--- src/tester_macros.svh ---
`ifndef TESTER_MACROS_SVH
`define TESTER_MACROS_SVH

// sdram word sizes
`define ADDR_W 22
`define DATA_W 16

// characters on the serial line
`define ASCII_ZERO 8'h30
`define ASCII_ONE  8'h31
`define ASCII_CR   8'h0D

// menu keys
`define KEY_WRITE 8'h31    // "1"
`define KEY_READ  8'h32    // "2"

// bytes the uart transmitter can buffer
`define TX_CREDITS 4

`endif

--- src/sdram_pkg.sv ---
`default_nettype none

package sdram_pkg;

`include "tester_macros.svh"

  typedef logic [`ADDR_W-1:0] sdram_addr_t;    // row, bank and column together
  typedef logic [`DATA_W-1:0] sdram_data_t;

endpackage

`default_nettype wire

--- src/tester_pkg.sv ---
`default_nettype none

package tester_pkg;

  typedef logic [7:0] byte_t;

  typedef enum logic [2:0] {
    welcome,       // start the menu text
    choose,        // wait for a menu key
    get_data,
    get_waddr,
    write_issue,
    get_raddr,
    read_wait,     // read request held until data comes back
    report         // last message of an operation
  } menu_state_t;

  typedef enum logic [2:0] {
    msg_menu,
    msg_data,
    msg_addr,
    msg_ok,
    msg_read       // text followed by the read word
  } msg_id_t;

endpackage

`default_nettype wire

--- src/bit_string_receiver.sv ---
`timescale 1ns/1ps
`default_nettype none

`include "tester_macros.svh"

module bit_string_receiver
  import tester_pkg::*;
#(
  parameter type payload_t = byte_t
)
(
  input  wire        clk,
  input  wire        reset,
  input  wire        enable,
  input  wire        rx_valid,
  input  wire byte_t rx_data,
  output payload_t   payload,
  output logic       full,
  output logic       echo_valid,
  output byte_t      echo_byte,
  input  wire        echo_grant
);

  localparam int W     = $bits(payload_t);
  localparam int CNT_W = $clog2(W + 1);

  logic [W-1:0]     shift_q;
  logic [CNT_W-1:0] count_q;
  logic             is_bit;
  logic             accept;
  logic             last;

  assign is_bit  = (rx_data == `ASCII_ZERO) || (rx_data == `ASCII_ONE);
  assign accept  = enable && rx_valid && is_bit && !echo_valid;    // one echo in flight at most
  assign last    = (count_q == CNT_W'(W - 1));
  assign full    = accept && last;
  assign payload = payload_t'(shift_q);

  always_ff @(posedge clk or posedge reset)
    if (reset)
    begin
      count_q    <= '0;
      echo_valid <= 1'b0;
    end
    else
    begin
      if (!enable)
        count_q <= '0;
      else if (accept)
        count_q <= last ? '0 : count_q + 1'b1;
      if (accept)
        echo_valid <= 1'b1;
      else if (echo_grant)
        echo_valid <= 1'b0;
    end

  always_ff @(posedge clk)
    if (accept)
    begin
      shift_q   <= {shift_q[W-2:0], rx_data[0]};    // msb typed first
      echo_byte <= rx_data;
    end

endmodule

`default_nettype wire

--- src/message_sender.sv ---
`timescale 1ns/1ps
`default_nettype none

`include "tester_macros.svh"

module message_sender
  import sdram_pkg::*, tester_pkg::*;
(
  input  wire              clk,
  input  wire              reset,
  input  wire              msg_start,
  input  wire msg_id_t     msg_id,
  input  wire sdram_data_t read_data,
  output logic             msg_valid,
  output byte_t            msg_byte,
  input  wire              msg_grant,
  output logic             msg_done
);

  localparam int TEXT_LEN   = 15;
  localparam int PREFIX_LEN = 5;    // "Read:" ahead of the bits

  logic                    busy_q;
  logic [4:0]              idx_q;
  logic [4:0]              last_idx;
  logic [4:0]              bit_idx;
  msg_id_t                 id_q;
  logic [8*TEXT_LEN-1:0]   text;

  // texts are left aligned with the first character in the top byte
  function automatic logic [8*TEXT_LEN-1:0] text_of(input msg_id_t id);
    case (id)
      msg_menu: return {"1-Write 2-Read", `ASCII_CR};
      msg_data: return {"Data:", {10{8'h00}}};
      msg_addr: return {"Addr:", {10{8'h00}}};
      msg_ok:   return {"OK", `ASCII_CR, {12{8'h00}}};
      default:  return {"Read:", {10{8'h00}}};
    endcase
  endfunction

  always_comb
    case (id_q)
      msg_menu: last_idx = 5'(TEXT_LEN - 1);
      msg_ok:   last_idx = 5'd2;
      msg_read: last_idx = 5'(PREFIX_LEN + `DATA_W);    // bits then cr
      default:  last_idx = 5'(PREFIX_LEN - 1);
    endcase

  assign text      = text_of(id_q);
  assign bit_idx   = idx_q - 5'(PREFIX_LEN);
  assign msg_valid = busy_q;

  always_comb
    if (id_q == msg_read && idx_q == last_idx)
      msg_byte = `ASCII_CR;
    else if (id_q == msg_read && idx_q >= 5'(PREFIX_LEN))
      msg_byte = read_data[`DATA_W - 1 - int'(bit_idx)] ? `ASCII_ONE : `ASCII_ZERO;
    else
      msg_byte = text[8*(TEXT_LEN - 1 - int'(idx_q)) +: 8];

  always_ff @(posedge clk or posedge reset)
    if (reset)
    begin
      busy_q   <= 1'b0;
      idx_q    <= '0;
      id_q     <= msg_menu;
      msg_done <= 1'b0;
    end
    else
    begin
      msg_done <= 1'b0;
      if (msg_start)
      begin
        busy_q <= 1'b1;
        idx_q  <= '0;
        id_q   <= msg_id;
      end
      else if (msg_grant)
      begin
        if (idx_q == last_idx)
        begin
          busy_q   <= 1'b0;
          msg_done <= 1'b1;
        end
        else
          idx_q <= idx_q + 1'b1;
      end
    end

endmodule

`default_nettype wire

--- src/tx_credit_arbiter.sv ---
`timescale 1ns/1ps
`default_nettype none

`include "tester_macros.svh"

module tx_credit_arbiter
  import tester_pkg::*;
(
  input  wire        clk,
  input  wire        reset,
  input  wire        echo_valid,
  input  wire byte_t echo_byte,
  output logic       echo_grant,
  input  wire        msg_valid,
  input  wire byte_t msg_byte,
  output logic       msg_grant,
  output logic       tx_valid,
  output byte_t      tx_data,
  input  wire        tx_credit
);

  localparam int CW = $clog2(`TX_CREDITS + 1);

  logic [CW-1:0] credit_q;
  logic          has_credit;
  logic          send;

  assign has_credit = (credit_q != '0);
  assign echo_grant = has_credit && echo_valid;
  assign msg_grant  = has_credit && msg_valid && !echo_valid;    // echo goes first
  assign send       = echo_grant || msg_grant;

  // credit is taken at grant so a second grant cannot overrun the uart
  always_ff @(posedge clk or posedge reset)
    if (reset)
    begin
      credit_q <= CW'(`TX_CREDITS);
      tx_valid <= 1'b0;
    end
    else
    begin
      tx_valid <= send;
      case ({send, tx_credit})
        2'b10:   credit_q <= credit_q - 1'b1;
        2'b01:   credit_q <= credit_q + 1'b1;
        default: credit_q <= credit_q;
      endcase
    end

  always_ff @(posedge clk)
    if (send)
      tx_data <= echo_grant ? echo_byte : msg_byte;

endmodule

`default_nettype wire

--- src/menu_fsm.sv ---
`timescale 1ns/1ps
`default_nettype none

`include "tester_macros.svh"

module menu_fsm
  import sdram_pkg::*, tester_pkg::*;
(
  input  wire              clk,
  input  wire              reset,
  input  wire              rx_valid,
  input  wire byte_t       rx_data,
  output logic             msg_start,
  output msg_id_t          msg_id,
  input  wire              msg_done,
  output logic             data_enable,
  input  wire              data_full,
  input  wire sdram_data_t data_word,
  output logic             addr_enable,
  input  wire              addr_full,
  input  wire sdram_addr_t addr_word,
  output sdram_addr_t      sys_addr,
  output sdram_data_t      sys_data_to_sdram,
  output logic             sys_write_rq,
  output logic             sys_read_rq,
  input  wire sdram_data_t sys_data_from_sdram,
  input  wire              sys_data_from_sdram_valid,
  output sdram_data_t      read_data
);

  menu_state_t state_q;
  logic        msg_wait_q;    // a message is still going out

  assign data_enable       = (state_q == get_data) && !msg_wait_q;
  assign addr_enable       = (state_q inside {get_waddr, get_raddr}) && !msg_wait_q;
  assign sys_write_rq      = (state_q == write_issue);
  assign sys_read_rq       = (state_q == read_wait);
  assign sys_addr          = (sys_write_rq || sys_read_rq) ? addr_word : '0;
  assign sys_data_to_sdram = sys_write_rq ? data_word : '0;

  always_ff @(posedge clk or posedge reset)
    if (reset)
    begin
      state_q    <= welcome;
      msg_start  <= 1'b0;
      msg_id     <= msg_menu;
      msg_wait_q <= 1'b0;
    end
    else
    begin
      msg_start <= 1'b0;
      if (msg_done)
        msg_wait_q <= 1'b0;
      case (state_q)
        welcome:
        begin
          msg_start  <= 1'b1;
          msg_id     <= msg_menu;
          msg_wait_q <= 1'b1;
          state_q    <= choose;
        end
        choose:
          if (!msg_wait_q && rx_valid && (rx_data == `KEY_WRITE || rx_data == `KEY_READ))
          begin
            msg_start  <= 1'b1;
            msg_wait_q <= 1'b1;
            msg_id     <= (rx_data == `KEY_WRITE) ? msg_data : msg_addr;
            state_q    <= (rx_data == `KEY_WRITE) ? get_data : get_raddr;
          end
        get_data:
          if (data_full)
          begin
            msg_start  <= 1'b1;
            msg_id     <= msg_addr;
            msg_wait_q <= 1'b1;
            state_q    <= get_waddr;
          end
        get_waddr:
          if (addr_full)
            state_q <= write_issue;
        write_issue:
        begin
          msg_start  <= 1'b1;    // write pulse lasts this one cycle
          msg_id     <= msg_ok;
          msg_wait_q <= 1'b1;
          state_q    <= report;
        end
        get_raddr:
          if (addr_full)
            state_q <= read_wait;
        read_wait:
          if (sys_data_from_sdram_valid)
          begin
            msg_start  <= 1'b1;
            msg_id     <= msg_read;
            msg_wait_q <= 1'b1;
            state_q    <= report;
          end
        report:
          if (!msg_wait_q)
            state_q <= welcome;
        default:
          state_q <= welcome;
      endcase
    end

  always_ff @(posedge clk)
    if (sys_read_rq && sys_data_from_sdram_valid)
      read_data <= sys_data_from_sdram;

endmodule

`default_nettype wire

--- src/sdram_tester_top.sv ---
`timescale 1ns/1ps
`default_nettype none

module sdram_tester_top
  import sdram_pkg::*, tester_pkg::*;
(
  input  wire              clk,
  input  wire              reset,
  input  wire              rx_valid,
  input  wire byte_t       rx_data,
  output logic             tx_valid,
  output byte_t            tx_data,
  input  wire              tx_credit,
  output sdram_addr_t      sys_addr,
  output sdram_data_t      sys_data_to_sdram,
  output logic             sys_write_rq,
  output logic             sys_read_rq,
  input  wire sdram_data_t sys_data_from_sdram,
  input  wire              sys_data_from_sdram_valid
);

  logic        msg_start;
  msg_id_t     msg_id;
  logic        msg_done;
  logic        msg_valid;
  byte_t       msg_byte;
  logic        msg_grant;
  sdram_data_t read_data;

  logic        data_enable;
  logic        data_full;
  sdram_data_t data_word;
  logic        data_echo_valid;
  byte_t       data_echo_byte;
  logic        data_echo_grant;

  logic        addr_enable;
  logic        addr_full;
  sdram_addr_t addr_word;
  logic        addr_echo_valid;
  byte_t       addr_echo_byte;
  logic        addr_echo_grant;

  logic        echo_valid;
  byte_t       echo_byte;
  logic        echo_grant;

  // only one receiver can hold an echo at a time
  assign echo_valid      = data_echo_valid || addr_echo_valid;
  assign echo_byte       = data_echo_valid ? data_echo_byte : addr_echo_byte;
  assign data_echo_grant = echo_grant && data_echo_valid;
  assign addr_echo_grant = echo_grant && !data_echo_valid;

  menu_fsm u_menu_fsm (
    .clk                       (clk),
    .reset                     (reset),
    .rx_valid                  (rx_valid),
    .rx_data                   (rx_data),
    .msg_start                 (msg_start),
    .msg_id                    (msg_id),
    .msg_done                  (msg_done),
    .data_enable               (data_enable),
    .data_full                 (data_full),
    .data_word                 (data_word),
    .addr_enable               (addr_enable),
    .addr_full                 (addr_full),
    .addr_word                 (addr_word),
    .sys_addr                  (sys_addr),
    .sys_data_to_sdram         (sys_data_to_sdram),
    .sys_write_rq              (sys_write_rq),
    .sys_read_rq               (sys_read_rq),
    .sys_data_from_sdram       (sys_data_from_sdram),
    .sys_data_from_sdram_valid (sys_data_from_sdram_valid),
    .read_data                 (read_data)
  );

  message_sender u_message_sender (
    .clk       (clk),
    .reset     (reset),
    .msg_start (msg_start),
    .msg_id    (msg_id),
    .read_data (read_data),
    .msg_valid (msg_valid),
    .msg_byte  (msg_byte),
    .msg_grant (msg_grant),
    .msg_done  (msg_done)
  );

  bit_string_receiver #(.payload_t(sdram_data_t)) u_data_rx (
    .clk        (clk),
    .reset      (reset),
    .enable     (data_enable),
    .rx_valid   (rx_valid),
    .rx_data    (rx_data),
    .payload    (data_word),
    .full       (data_full),
    .echo_valid (data_echo_valid),
    .echo_byte  (data_echo_byte),
    .echo_grant (data_echo_grant)
  );

  // shared by the write and the read address
  bit_string_receiver #(.payload_t(sdram_addr_t)) u_addr_rx (
    .clk        (clk),
    .reset      (reset),
    .enable     (addr_enable),
    .rx_valid   (rx_valid),
    .rx_data    (rx_data),
    .payload    (addr_word),
    .full       (addr_full),
    .echo_valid (addr_echo_valid),
    .echo_byte  (addr_echo_byte),
    .echo_grant (addr_echo_grant)
  );

  tx_credit_arbiter u_tx_credit_arbiter (
    .clk        (clk),
    .reset      (reset),
    .echo_valid (echo_valid),
    .echo_byte  (echo_byte),
    .echo_grant (echo_grant),
    .msg_valid  (msg_valid),
    .msg_byte   (msg_byte),
    .msg_grant  (msg_grant),
    .tx_valid   (tx_valid),
    .tx_data    (tx_data),
    .tx_credit  (tx_credit)
  );

endmodule

`default_nettype wire

--- config.mk ---
export PLATFORM = sky130hd
export DESIGN_NAME = sdram_tester_top
export DESIGN_NICKNAME = d
export VERILOG_FILES = /design/src/sdram_pkg.sv /design/src/tester_pkg.sv /design/src/bit_string_receiver.sv /design/src/message_sender.sv /design/src/tx_credit_arbiter.sv /design/src/menu_fsm.sv /design/src/sdram_tester_top.sv
export VERILOG_INCLUDE_DIRS = /design/src
export SDC_FILE = /design/constraint.sdc
export NUM_CORES = 1
export LEC_CHECK = 0
export BUFFER_PORTS_ARGS = -buffer_cell sky130_fd_sc_hd__buf_2
export CELL_PAD_IN_SITES_DETAIL_PLACEMENT = 1
export CELL_PAD_IN_SITES_GLOBAL_PLACEMENT = 2
export CORE_ASPECT_RATIO = 2
export CORE_MARGIN = 10
export CORE_UTILIZATION = 30
export DETAILED_ROUTE_END_ITERATION = 16
export PLACE_DENSITY_LB_ADDON = 0.1
export REMOVE_ABC_BUFFERS = 1
export SKIP_LAST_GASP = 1
export SLEW_MARGIN = 15
export SYNTH_ARGS = -nofsm -noshare
export SYNTH_HDL_FRONTEND = slang
export SYNTH_SLANG_ARGS = --single-unit
--- constraint.sdc ---
create_clock -name clk -period 5.8 [get_ports clk]
set_input_delay 0.58 -clock clk [delete_from_list [all_inputs] [get_ports clk]]
set_output_delay 0.58 -clock clk [all_outputs]
set_load 0.05 [all_outputs]
**After elaboration in Yosys (flattened, before gate mapping)**

Index checks and enable logic that the tools add are counted.
W data, S select, Z words.

- $add $sub $neg: 8
- Order comparisons: 2
- Equality and inequality tests: 28
- Shifts and indexed selects: 1
- Mux-type cells: 54
- Reductions and logical operators: 44

Operator list:

| kind | count |
|---|---|
| $pmux W119 S4 | 1 |
| $shiftx A120 B32 Y8 | 1 |
| $mux W5 | 9 |
| $lt A32 B6 Y1 const B | 1 |
| $mux W8 | 4 |
| $mux W3 | 10 |
| $eq A8 B6 Y1 const B | 3 |
| $pmux W3 S8 | 1 |
| $mux W22 | 1 |
| $logic_and A1 B1 Y1 | 20 |
| $mux W1 | 20 |
| $mux W16 | 1 |
| $ne A2 B2 Y1 const B | 8 |
| $add A5 B1 Y5 const B | 3 |
| $eq A3 B3 Y1 const B | 5 |
| $pmux W3 S5 | 1 |
| $pmux W5 S3 | 1 |
| $eq A3 B2 Y1 const B | 4 |
| $reduce_bool A2 Y1 | 6 |
| $sub A4 B5 Y6 const A | 2 |
| $pmux W1 S4 | 2 |
| $eq A3 B1 Y1 const B | 2 |
| $logic_not A3 Y1 | 2 |
| $pmux W3 S2 | 1 |
| other kinds (20) | 28 |

- Register bits: 112
- Input port bits: 29

**Logic depth before layout (Yosys ltp)**

Gate-level depths: netlist of the first run.

- Word-level depth: 9
- Gate-level depth with buffers: 12
- Depth with buffers taken out: 8

**Modules after synthesis**

Synthesis of the first run repeated with hierarchy kept, for this count alone.

- Cells, all modules: 496
- Area total of the unflattened synthesis: 5864.4 um^2

By module, submodules not included:

| module | instances | cells each | area each (um^2) | seq. area each (um^2) |
|---|---|---|---|---|
| message_sender | 1 | 189 | 1503.9 | 250.2 |
| menu_fsm | 1 | 125 | 1313.8 | 680.7 |
| bit_string_receiver at u_addr_rx | 1 | 71 | 1262.5 | 1021.0 |
| bit_string_receiver at u_data_rx | 1 | 62 | 1032.2 | 840.8 |
| tx_credit_arbiter | 1 | 37 | 601.8 | 341.6 |
| sdram_tester_top | 1 | 12 | 150.1 | 0.0 |

**Worst setup path before layout of the first run**

Ideal clock, no wire load.

- Path type: input-to-reg
- Start: in rx_data[3]
- End: reg u_addr_rx.echo_byte[1], enable pin
- Setup time: 0.497 ns
- Arrival time: 4.129 ns
- Path slack: 1.175 ns
- Stages: 3
- Path buffers: 0
- Path through: nor4_2 > nand4_1 > nor4_1

- Longest elaborated chain between the ends: 4
- Elaborated cells on any way between the ends: 5

RTL lines:

| item | RTL line | RTL |
|---|---|---|
| from (decl) | sdram_tester_top.sv:10 | `input wire byte_t rx_data,` |
| $eq A8 B6 Y1 (no line) | n/a |  |
| $logic_or A1 B1 Y1 * | bit_string_receiver.sv:33 | `` assign is_bit = (rx_data == `ASCII_ZERO) \|\| (rx_data == `ASCII_ONE); `` |
| $logic_and A1 B1 Y1 * (2 in a row) | bit_string_receiver.sv:34 | `assign accept = enable && rx_valid && is_bit && !echo_valid;` |
| via u_addr_rx.accept | bit_string_receiver.sv:30 | `logic accept;` |
| to (signal assigned) | bit_string_receiver.sv:61 | `echo_byte <= rx_data;` |
| to (decl) | bit_string_receiver.sv:20 | `output byte_t echo_byte,` |

Mark *: on every way through the listed nets, which the timed path passes. The rest lies on a longest branch.
A chain may end at the register's enable or synchronous reset.

**Worst setup path in the final report of the first run**

- Start: reg u_message_sender.idx_q[0]
- End: reg u_tx_credit_arbiter.tx_data[5] (data pin)

- Longest elaborated chain between the ends: 5
- Elaborated cells on any way between the ends: 9

RTL lines:

| item | RTL line | RTL |
|---|---|---|
| from (decl) | message_sender.sv:24 | `logic [4:0] idx_q;` |
| from (signal assigned) | message_sender.sv:86 | `idx_q <= idx_q + 1'b1;` |
| $sub A4 B5 Y6 or $ge A5 B3 Y1 (tied branches) | message_sender.sv:59, message_sender.sv:56 |  |
| $shiftx A120 B32 Y8 or $logic_and A1 B1 Y1 (tied branches) | message_sender.sv:59, message_sender.sv:56 |  |
| $mux W8 | message_sender.sv:56 | `else if (id_q == msg_read && idx_q >= 5'(PREFIX_LEN))` |
| $mux W8 * | message_sender.sv:54 | `if (id_q == msg_read && idx_q == last_idx)` |
| $mux W8 * | tx_credit_arbiter.sv:52 | `tx_data <= echo_grant ? echo_byte : msg_byte;` |
| to (signal assigned) | tx_credit_arbiter.sv:52 |  |
| to (decl) | tx_credit_arbiter.sv:18 | `output byte_t tx_data,` |

Mark *: on every way between the ends. The rest lies on a longest branch, timed or not.

==> metrics.md, run 1 <==
| Metric | Value |
|---|---|
| Largest net degree at the start of global routing | `35` |
| Cell Pwr Density | `534 nW/um^2` |
| Initial core utilization | `30.7%` |
| CP required | `5.95 ns` |
| Synthesized instance count | `476` |
| Critical Path Max Stage Delay | `0.94 ns` |
| Number of buffers added on ports | `77` |
| Area Overhead vs Synth | `16.1%` |
| Initial antenna violation count | `0` |
| Mean Syn Cell Area | `11.5 sq um` |
| Antenna cells | `0` |
| Clk_lat worst skew | `0.35 ns` |
| Post-CTS Setup Bufs | `0` |
| Tmin final | `3.12 ns` |
| Crit. End Element | `register` |
| Synth Warn # | `0` |
| Post-route DRC | `0` |
| R2R Setup Slk | `2.68 ns` |
| Min-delay worst type | `in -> async` |
| Layout cells sized above 1 | `21.1%` |
| TritonCTS clock tree | `yes` |
| Relative slew slack | `37.8%` |
| Max clock buf depth | `2` |
| CTS buffer count | `9` |
| Die Width | `116 microns` |
| Critical path type | `reg -> reg` |
| Total GRT Usage | `13.0%` |
| DRT Pass-1 Iters | `4` |
| # rows | `69` |
| Worst Tran Pin Value | `0.934 ns` |
| IO Pins | `78` |
| Initial drt markers | `104` |
| Cts-stage hold buffer count | `0` |
| Crit path cell chain | `buf_4 -> inv_1 -> ha_1 -> nand2_1 -> o31ai_1 -> a21oi_1 -> o41ai_1` |
| Post-Route WL | `15.6 mm` |
| RSZ-0062 raised after global routing | `false` |
| Critical Path AT | `3.27 ns` |
| Vias in the first global route | `4,220` |
| Final net count | `576` |
| Hold Fails Final Rpt | `0` |
| Placer congestion estimate | `0.924` |
| Post-CTS sizing | `0` |
| Slew Limit Fails | `0` |
| GR Overflow Total | `0` |
| Die ar. | `24,400 sq um` |
| CTS clk-pin slew, worst paths | `0.07 ns` |
| Status | `finished clean` |
| Post-synth EDFFs | `76` |
| Vias/cell | `5.24` |
| Worst clock skew | `0.00861 ns` |
| Detail Route Antenna Nets | `0` |
| Number of max-cap violations | `0` |
| Final HPWL DP | `12.0 mm` |
| Asr flop ratio synth | `30.9%` |
| Synth Flop Type | `edfxtp_1` |
| Netlist cell types | `64` |
| Fmax achieved | `320 MHz` |
| Reg2reg path depth | `7` |
| CTS Root Cell | `clkbuf_16` |
| Cell at the slowest stage of the critical path | `ha_1` |
| Final setup viols | `0` |
| Cell area after synthesis | `5490 sq um` |
| Sequential area share after synthesis | `57.1%` |
| Clock sinks | `110` |
| WL per Instance | `20.6 microns` |
| Setup TNS | `0 ns` |
| Nature of the critical path startpoint | `register` |
| R2R Path End | `u_tx_credit_arbiter.tx_data[5]` |
| Vias | `3,966` |
| H-tree levels | `3` |
| Leak | `0.00248 uW` |
| Tcrit/Tclk final | `53.8%` |
| Fin util | `35.6%` |
| Post-synthesis register bit count | `110` |
| Core ar. | `17,900 sq um` |
| Peak supply drop | `0.000211 V` |
| Critical path peak fanout | `32` |
| Die height | `211 microns` |
| First-pass GRT wire length | `24.1 mm` |
| R2R Path Start | `u_message_sender.idx_q[0]` |
==> cells in the final DEF (no fill, tap or decap), drive strengths merged, types with 5 or more instances in the layout <==
| master | n |
|---|---|
| and2 | 40 |
| xnor2 | 9 |
| o21ai | 17 |
| inv | 13 |
| clkbuf | 13 |
| nand2 | 25 |
| buf | 82 |
| mux2 | 5 |
| a21oi | 18 |
| o31ai | 5 |
| dfrtp | 33 |
| nand2b | 6 |
| a31oi | 5 |
| mux2i | 6 |
| nor2 | 44 |
| edfxtp | 76 |
| nor2b | 9 |
| o211ai | 6 |
| xor2 | 14 |
| nand4 | 7 |
| nor3 | 12 |
| nand3 | 15 |
| ha | 7 |
==> worst max-delay path: cells and delay by family, from the launching register on <==
family / cells / cell delay [ns]
flops: 1 / 0.32
buf+inv: 2 / 0.50
fa+ha+maj: 1 / 0.94
compound gates: 3 / 0.78
simple gates: 1 / 0.36
==> worst max path at each step <==
stage	startpoint	endpoint	slack, ns	depth (start not counted)
global route	u_message_sender.idx_q[0]	u_tx_credit_arbiter.tx_data[5]	2.40	7
global placement	rx_data[3]	u_menu_fsm.msg_id[1]	2.63	7
floorplan	rx_data[3]	u_addr_rx.echo_byte[1]	1.17	3
CTS	u_message_sender.idx_q[0]	u_tx_credit_arbiter.tx_data[5]	2.68	7
detailed placement	rx_data[3]	u_menu_fsm.msg_id[0]	2.52	7
finish	u_message_sender.idx_q[0]	u_tx_credit_arbiter.tx_data[5]	2.68	7
==> where the power goes <==
| part | total (uW) | leakage [uW] | switching (uW) | internal [uW] |
|---|---|---|---|---|
| clock | 664 | 0.000150 | 281 | 383 |
| combinational | 1590 | 0.00120 | 1070 | 522 |
| sequential | 1140 | 0.00113 | 156 | 987 |
==> layer usage <==
metal  GRT usage, %  part of all wire, %  vias to the layer above
met1           12.1                   35                     1986
li1               -                    -                     1875
met5              0                    0                        -
met2           25.4                   58                       77
met3           2.65                  3.7                       28
met4           6.16                  3.1                        0
==> sequential cells by signal, summed over array words and instances (netlist names) <==
register	count
u_addr_rx.count_q	5
u_data_rx.echo_valid	1
u_menu_fsm.msg_id	3
u_tx_credit_arbiter.tx_data	8
u_addr_rx.echo_valid	1
u_data_rx.echo_byte	7
u_addr_rx.echo_byte	7
u_menu_fsm.state_q	3
u_tx_credit_arbiter.credit_q	3
u_data_rx.count_q	5
u_menu_fsm.read_data	16
u_message_sender.id_q	3
u_message_sender.idx_q	5
u_message_sender.msg_done	1
u_menu_fsm.msg_start	1
u_addr_rx.payload	22
u_tx_credit_arbiter.tx_valid	1
u_data_rx.payload	16
u_message_sender.msg_valid	1
u_menu_fsm.msg_wait_q	1
==> metrics by stage <==
stage / total power (uW) / instances / hold WS [ns] / cell area (sq um) / worst slack (ns)
3_3_place_gp: 2750 / 741 / 0.424 / 6060 / 2.63
2_1_floorplan: 2270 / 446 / 0.417 / 5360 / 1.17
6_report: 3400 / 757 / 0.322 / 6370 / 2.68
4_1_cts: 3440 / 757 / 0.329 / 6370 / 2.68
3_5_place_dp: 2770 / 741 / 0.429 / 6060 / 2.52
5_1_grt: 3610 / 757 / 0.347 / 6370 / 2.40
==> cell families (layout without fill, tap and decap cells) <==
| group | Yosys count | count (layout) | synth area share (%) |
|---|---|---|---|
| xor+xnor | 23 | 23 | 3.67 |
| simple gates | 181 | 181 | 17.8 |
| buf+inv | 42 | 110 | 3.10 |
| fa+ha+maj | 9 | 9 | 2.14 |
| mux | 15 | 15 | 3.90 |
| compound gates | 96 | 96 | 12.2 |
| flops | 110 | 110 | 57.1 |
==> synth_stat cells, types with 11 or more instances <==
master | instances | area, sq um
nand2_1 | 25 | 93.8
and2_1 | 40 | 250
nor2_1 | 43 | 161
xor2_1 | 14 | 123
nand3_1 | 15 | 75.1
nor3_1 | 11 | 55.1
a21oi_1 | 18 | 90.1
dfrtp_1 | 33 | 826
edfxtp_1 | 76 | 2280
clkbuf_1 | 20 | 75.1
inv_1 | 12 | 45.0
o21ai_0 | 16 | 80.1
==> area by class of cell <==
cell class / instances / area (sq um)
Fill cell: 1959 / 11500
Timing Repair Buffer: 82 / 423
Tap cell: 213 / 267
Clock inverter: 3 / 71.3
Inverter: 12 / 45.0
Clock buffer: 13 / 240
Sequential cell: 110 / 3130
Multi-Input combinational cell: 324 / 2190
Power figures use the tool's default switching activity.
==> inputs of run 2 (changes only) <==
==> constraint.sdc (replaced) <==
create_clock -name clk -period 2.7 [get_ports clk]
set_input_delay 0.27 -clock clk [delete_from_list [all_inputs] [get_ports clk]]
set_output_delay 0.27 -clock clk [all_outputs]
set_load 0.05 [all_outputs]
==> run 2 against run 1 <==
  * Core utilization increased by 0.83 points
  * Non-clock buffer count increased by 18
  * Flip-flop and latch count unchanged
  * Final area increased by 2.3%
  * Register-to-register slack got worse by 2.4 ns
  * Sequential share of layout area decreased by 1.1 points
  * Clock power increased by 100%
  * Highest routed layer unchanged
==> metrics.md, run 2 (synthesized netlist as in run 1, its figures left out) <==
| Metric | Value |
|---|---|
| Area Overhead vs Synth | `18.8%` |
| Die height | `211 microns (unchanged)` |
| FF/Latch Area | `3130 sq um (unchanged)` |
| IO Pins | `78 (unchanged)` |
| Crit path cell chain | `buf_12 -> ha_1 -> nor4_1 -> nor2_1 -> o211ai_1 -> nand3_1 -> o41ai_1` |
| Most common cell after layout, fill and taps aside | `buf_2` |
| Commonest cells after routing, fill and taps aside | `77 x buf_2, 76 x edfxtp_1, 43 x nor2_1, 40 x and2_1, 33 x dfrtp_1` |
| Post-Layout Inst Area | `6520 sq um (+2.3%)` |
| Sequential share of power | `32.1% (-1.5 points)` |
| Antenna cells | `0 (unchanged)` |
| Worst Tran Pin Value | `0.573 ns (-0.361 ns)` |
| Total GRT Usage | `13.4% (+0.44 points)` |
| Leak | `0.00257 uW (+3.8%)` |
| Critical Path AT | `2.57 ns (-0.70 ns)` |
| Tcrit/Tclk final | `91.4% (+38 points)` |
| Placer congestion estimate | `0.924 (about the same)` |
| Worst slack at placement | `0.209 ns (-2.31 ns)` |
| TritonCTS clock tree | `yes` |
| Switching share of power | `44.9% (+0.46 points)` |
| Tmin final | `2.47 ns (-0.655 ns)` |
| Layout cells sized above 1 | `23.8% (+2.7 points)` |
| Final setup viols | `0 (unchanged)` |
| Peak supply drop | `0.000289 V (+37%)` |
| CTS buffer count | `9 (unchanged)` |
| Largest net degree at the start of global routing | `35 (unchanged)` |
| Final net count | `594 (+3.1%)` |
| Final Instance Count excl. Fillers | `775 (+2.4%)` |
| Status | `finished clean` |
| Initial antenna violation count | `0 (unchanged)` |
| # rows | `69 (unchanged)` |
| Max clock buf depth | `2 (unchanged)` |
| R2R Path Start | `u_message_sender.idx_q[0]` |
| Largest register FFs | `22 (unchanged)` |
| Multi-input gate area | `2190 sq um (unchanged)` |
| Post-CTS sizing | `0 (unchanged)` |
| CP required | `2.80 ns (-3.15 ns)` |
| Clock sinks | `110 (unchanged)` |
| Worst clock skew | `0.00628 ns (-0.00233 ns)` |
| H-tree levels | `3 (unchanged)` |
| Vias in the first global route | `4,594 (+8.9%)` |
| Initial drt markers | `157 (+51%)` |
| Cell at the slowest stage of the critical path | `o41ai_1` |
| Min-delay worst type | `in -> async` |
| Critical path peak fanout | `31 (-3.1%)` |
| Critical Path Max Stage Delay | `0.55 ns (-0.39 ns)` |
| Fmax achieved | `405 MHz (+27%)` |
| WP buf/inv | `1 (-1)` |
| Final HPWL DP | `12.5 mm (+4.8%)` |
| Core ar. | `17,900 sq um (unchanged)` |
| Fill count | `1,999 (+2.0%)` |
| Nature of the critical path startpoint | `register` |
| Net Sw Power | `3330 uW (+120%)` |
| Critical path type | `reg -> reg` |
| CTS Root Cell | `clkbuf_16` |
| Hold Fails Final Rpt | `0 (unchanged)` |
| Post-route DRC | `0 (unchanged)` |
| Die ar. | `24,400 sq um (unchanged)` |
| Critical path's top delay family | `compound AO/OA/AOI/OAI gates` |
| Logic pwr share | `49.7% (+2.8 points)` |
| Internal power | `4100 uW (+120%)` |
| Number of buffers added on ports | `77 (unchanged)` |
| Setup TNS | `0 ns (unchanged)` |
| R2R Setup Slk | `0.23 ns (-2.45 ns)` |
| Number of max-cap violations | `0 (unchanged)` |
| Cts-stage hold buffer count | `0 (unchanged)` |
| Detail Route Antenna Nets | `0 (unchanged)` |
| Post-Route WL | `16.1 mm (+2.7%)` |
| Vias | `4,047 (+2.0%)` |
| DRT Pass-1 Iters | `4 (unchanged)` |
| First-pass GRT wire length | `25.3 mm (+5.0%)` |
| # placed instances | `759 (+2.4%)` |
| WL per Instance | `20.7 microns (+0.36%)` |
| Vias/cell | `5.22 (-0.33%)` |
| Post-CTS Setup Bufs | `0 (unchanged)` |
| Placed Area | `6220 sq um (+2.6%)` |
| Slew Limit Fails | `0 (unchanged)` |
| Die Width | `116 microns (unchanged)` |
| Final worst slack | `0.233 ns (-2.45 ns)` |
| Clock power frac | `18.2% (-1.3 points)` |
| Initial core utilization | `30.7% (unchanged)` |
| GR Overflow Total | `0 (unchanged)` |
| R2R Path End | `u_tx_credit_arbiter.tx_data[3]` |
| CTS clk-pin slew, worst paths | `0.07 ns (about the same)` |
| Crit. End Element | `register` |
| Cell Pwr Density | `1140 nW/um^2 (+110%)` |
| Relative slew slack | `61.4% (+24 points)` |
| Clk_lat worst skew | `0.35 ns (about the same)` |
| RSZ-0062 raised after global routing | `false` |
| Reg2reg path depth | `7 (unchanged)` |
## run 2: changes by cell type in the layout (fill, tap and decap cells not counted)
cell	delta
clkinv_4	+1
bufinv_16	-1
buf_12	+2
inv_6	+1
buf_4	+16
clkinv_8	+1
inv_8	-1
clkinv_1	+3
clkbuf_1	-4
## run 2: through the flow
step | util [%] | power [uW] | hold slack, ns
2_1_floorplan | - | 4880 | 0.369
3_3_place_gp | 34.8 | 6090 | 0.412
3_5_place_dp | 34.8 | 6140 | 0.423
4_1_cts | 36.5 | 7530 | 0.0470
5_1_grt | 36.5 | 7900 | 0.0792
6_report | 36.5 | 7430 | 0.0163
## run 2: worst min-delay path, delay by kind of cell
kind                   cells  cell delay, ns
buffers and inverters      3            0.53
## run 2: worst max path at each step
stage	to	slack, ns	cells past startpoint	startpoint
after floorplan	u_addr_rx.echo_byte[1]	-1.65	3	u_menu_fsm.state_q[2]
after global placement	u_tx_credit_arbiter.tx_data[3]	0.18	7	u_message_sender.idx_q[0]
after detailed placement	u_tx_credit_arbiter.tx_data[3]	0.21	7	u_message_sender.idx_q[0]
after CTS	u_tx_credit_arbiter.tx_data[3]	0.19	7	u_message_sender.idx_q[0]
after global routing	u_tx_credit_arbiter.tx_data[3]	0.11	7	u_message_sender.idx_q[0]
final	u_tx_credit_arbiter.tx_data[3]	0.23	7	u_message_sender.idx_q[0]
## run 2: area by class of cell
| class | count | share of cell area (%) |
|---|---|---|
| clock buffers | 9 | 3.46 |
| clock inverters | 7 | 1.15 |
| inverters | 12 | 0.691 |
| multi-input cells | 324 | 33.6 |
| flip-flops and latches | 110 | 48.1 |
| well taps | 213 | 4.09 |
| repair buffers | 100 | 8.95 |
## run 2: metal layers
metal	up-vias	wire length, microns	track usage, %
li1	1907	-	-
met1	2035	5500	12.4
met3	29	522	2.25
met2	76	9480	26.9
met4	0	559	6.12
met5	-	0	0
## run 2: power by group through the flow
stage	Sequential, uW	Clock [uW]	Combinational (uW)
after global placement	2410	0	3680
after global routing	2430	1460	4010
after detailed placement	2420	0	3720
after CTS	2390	1400	3740
after floorplan	2650	0	2230
final	2380	1350	3690
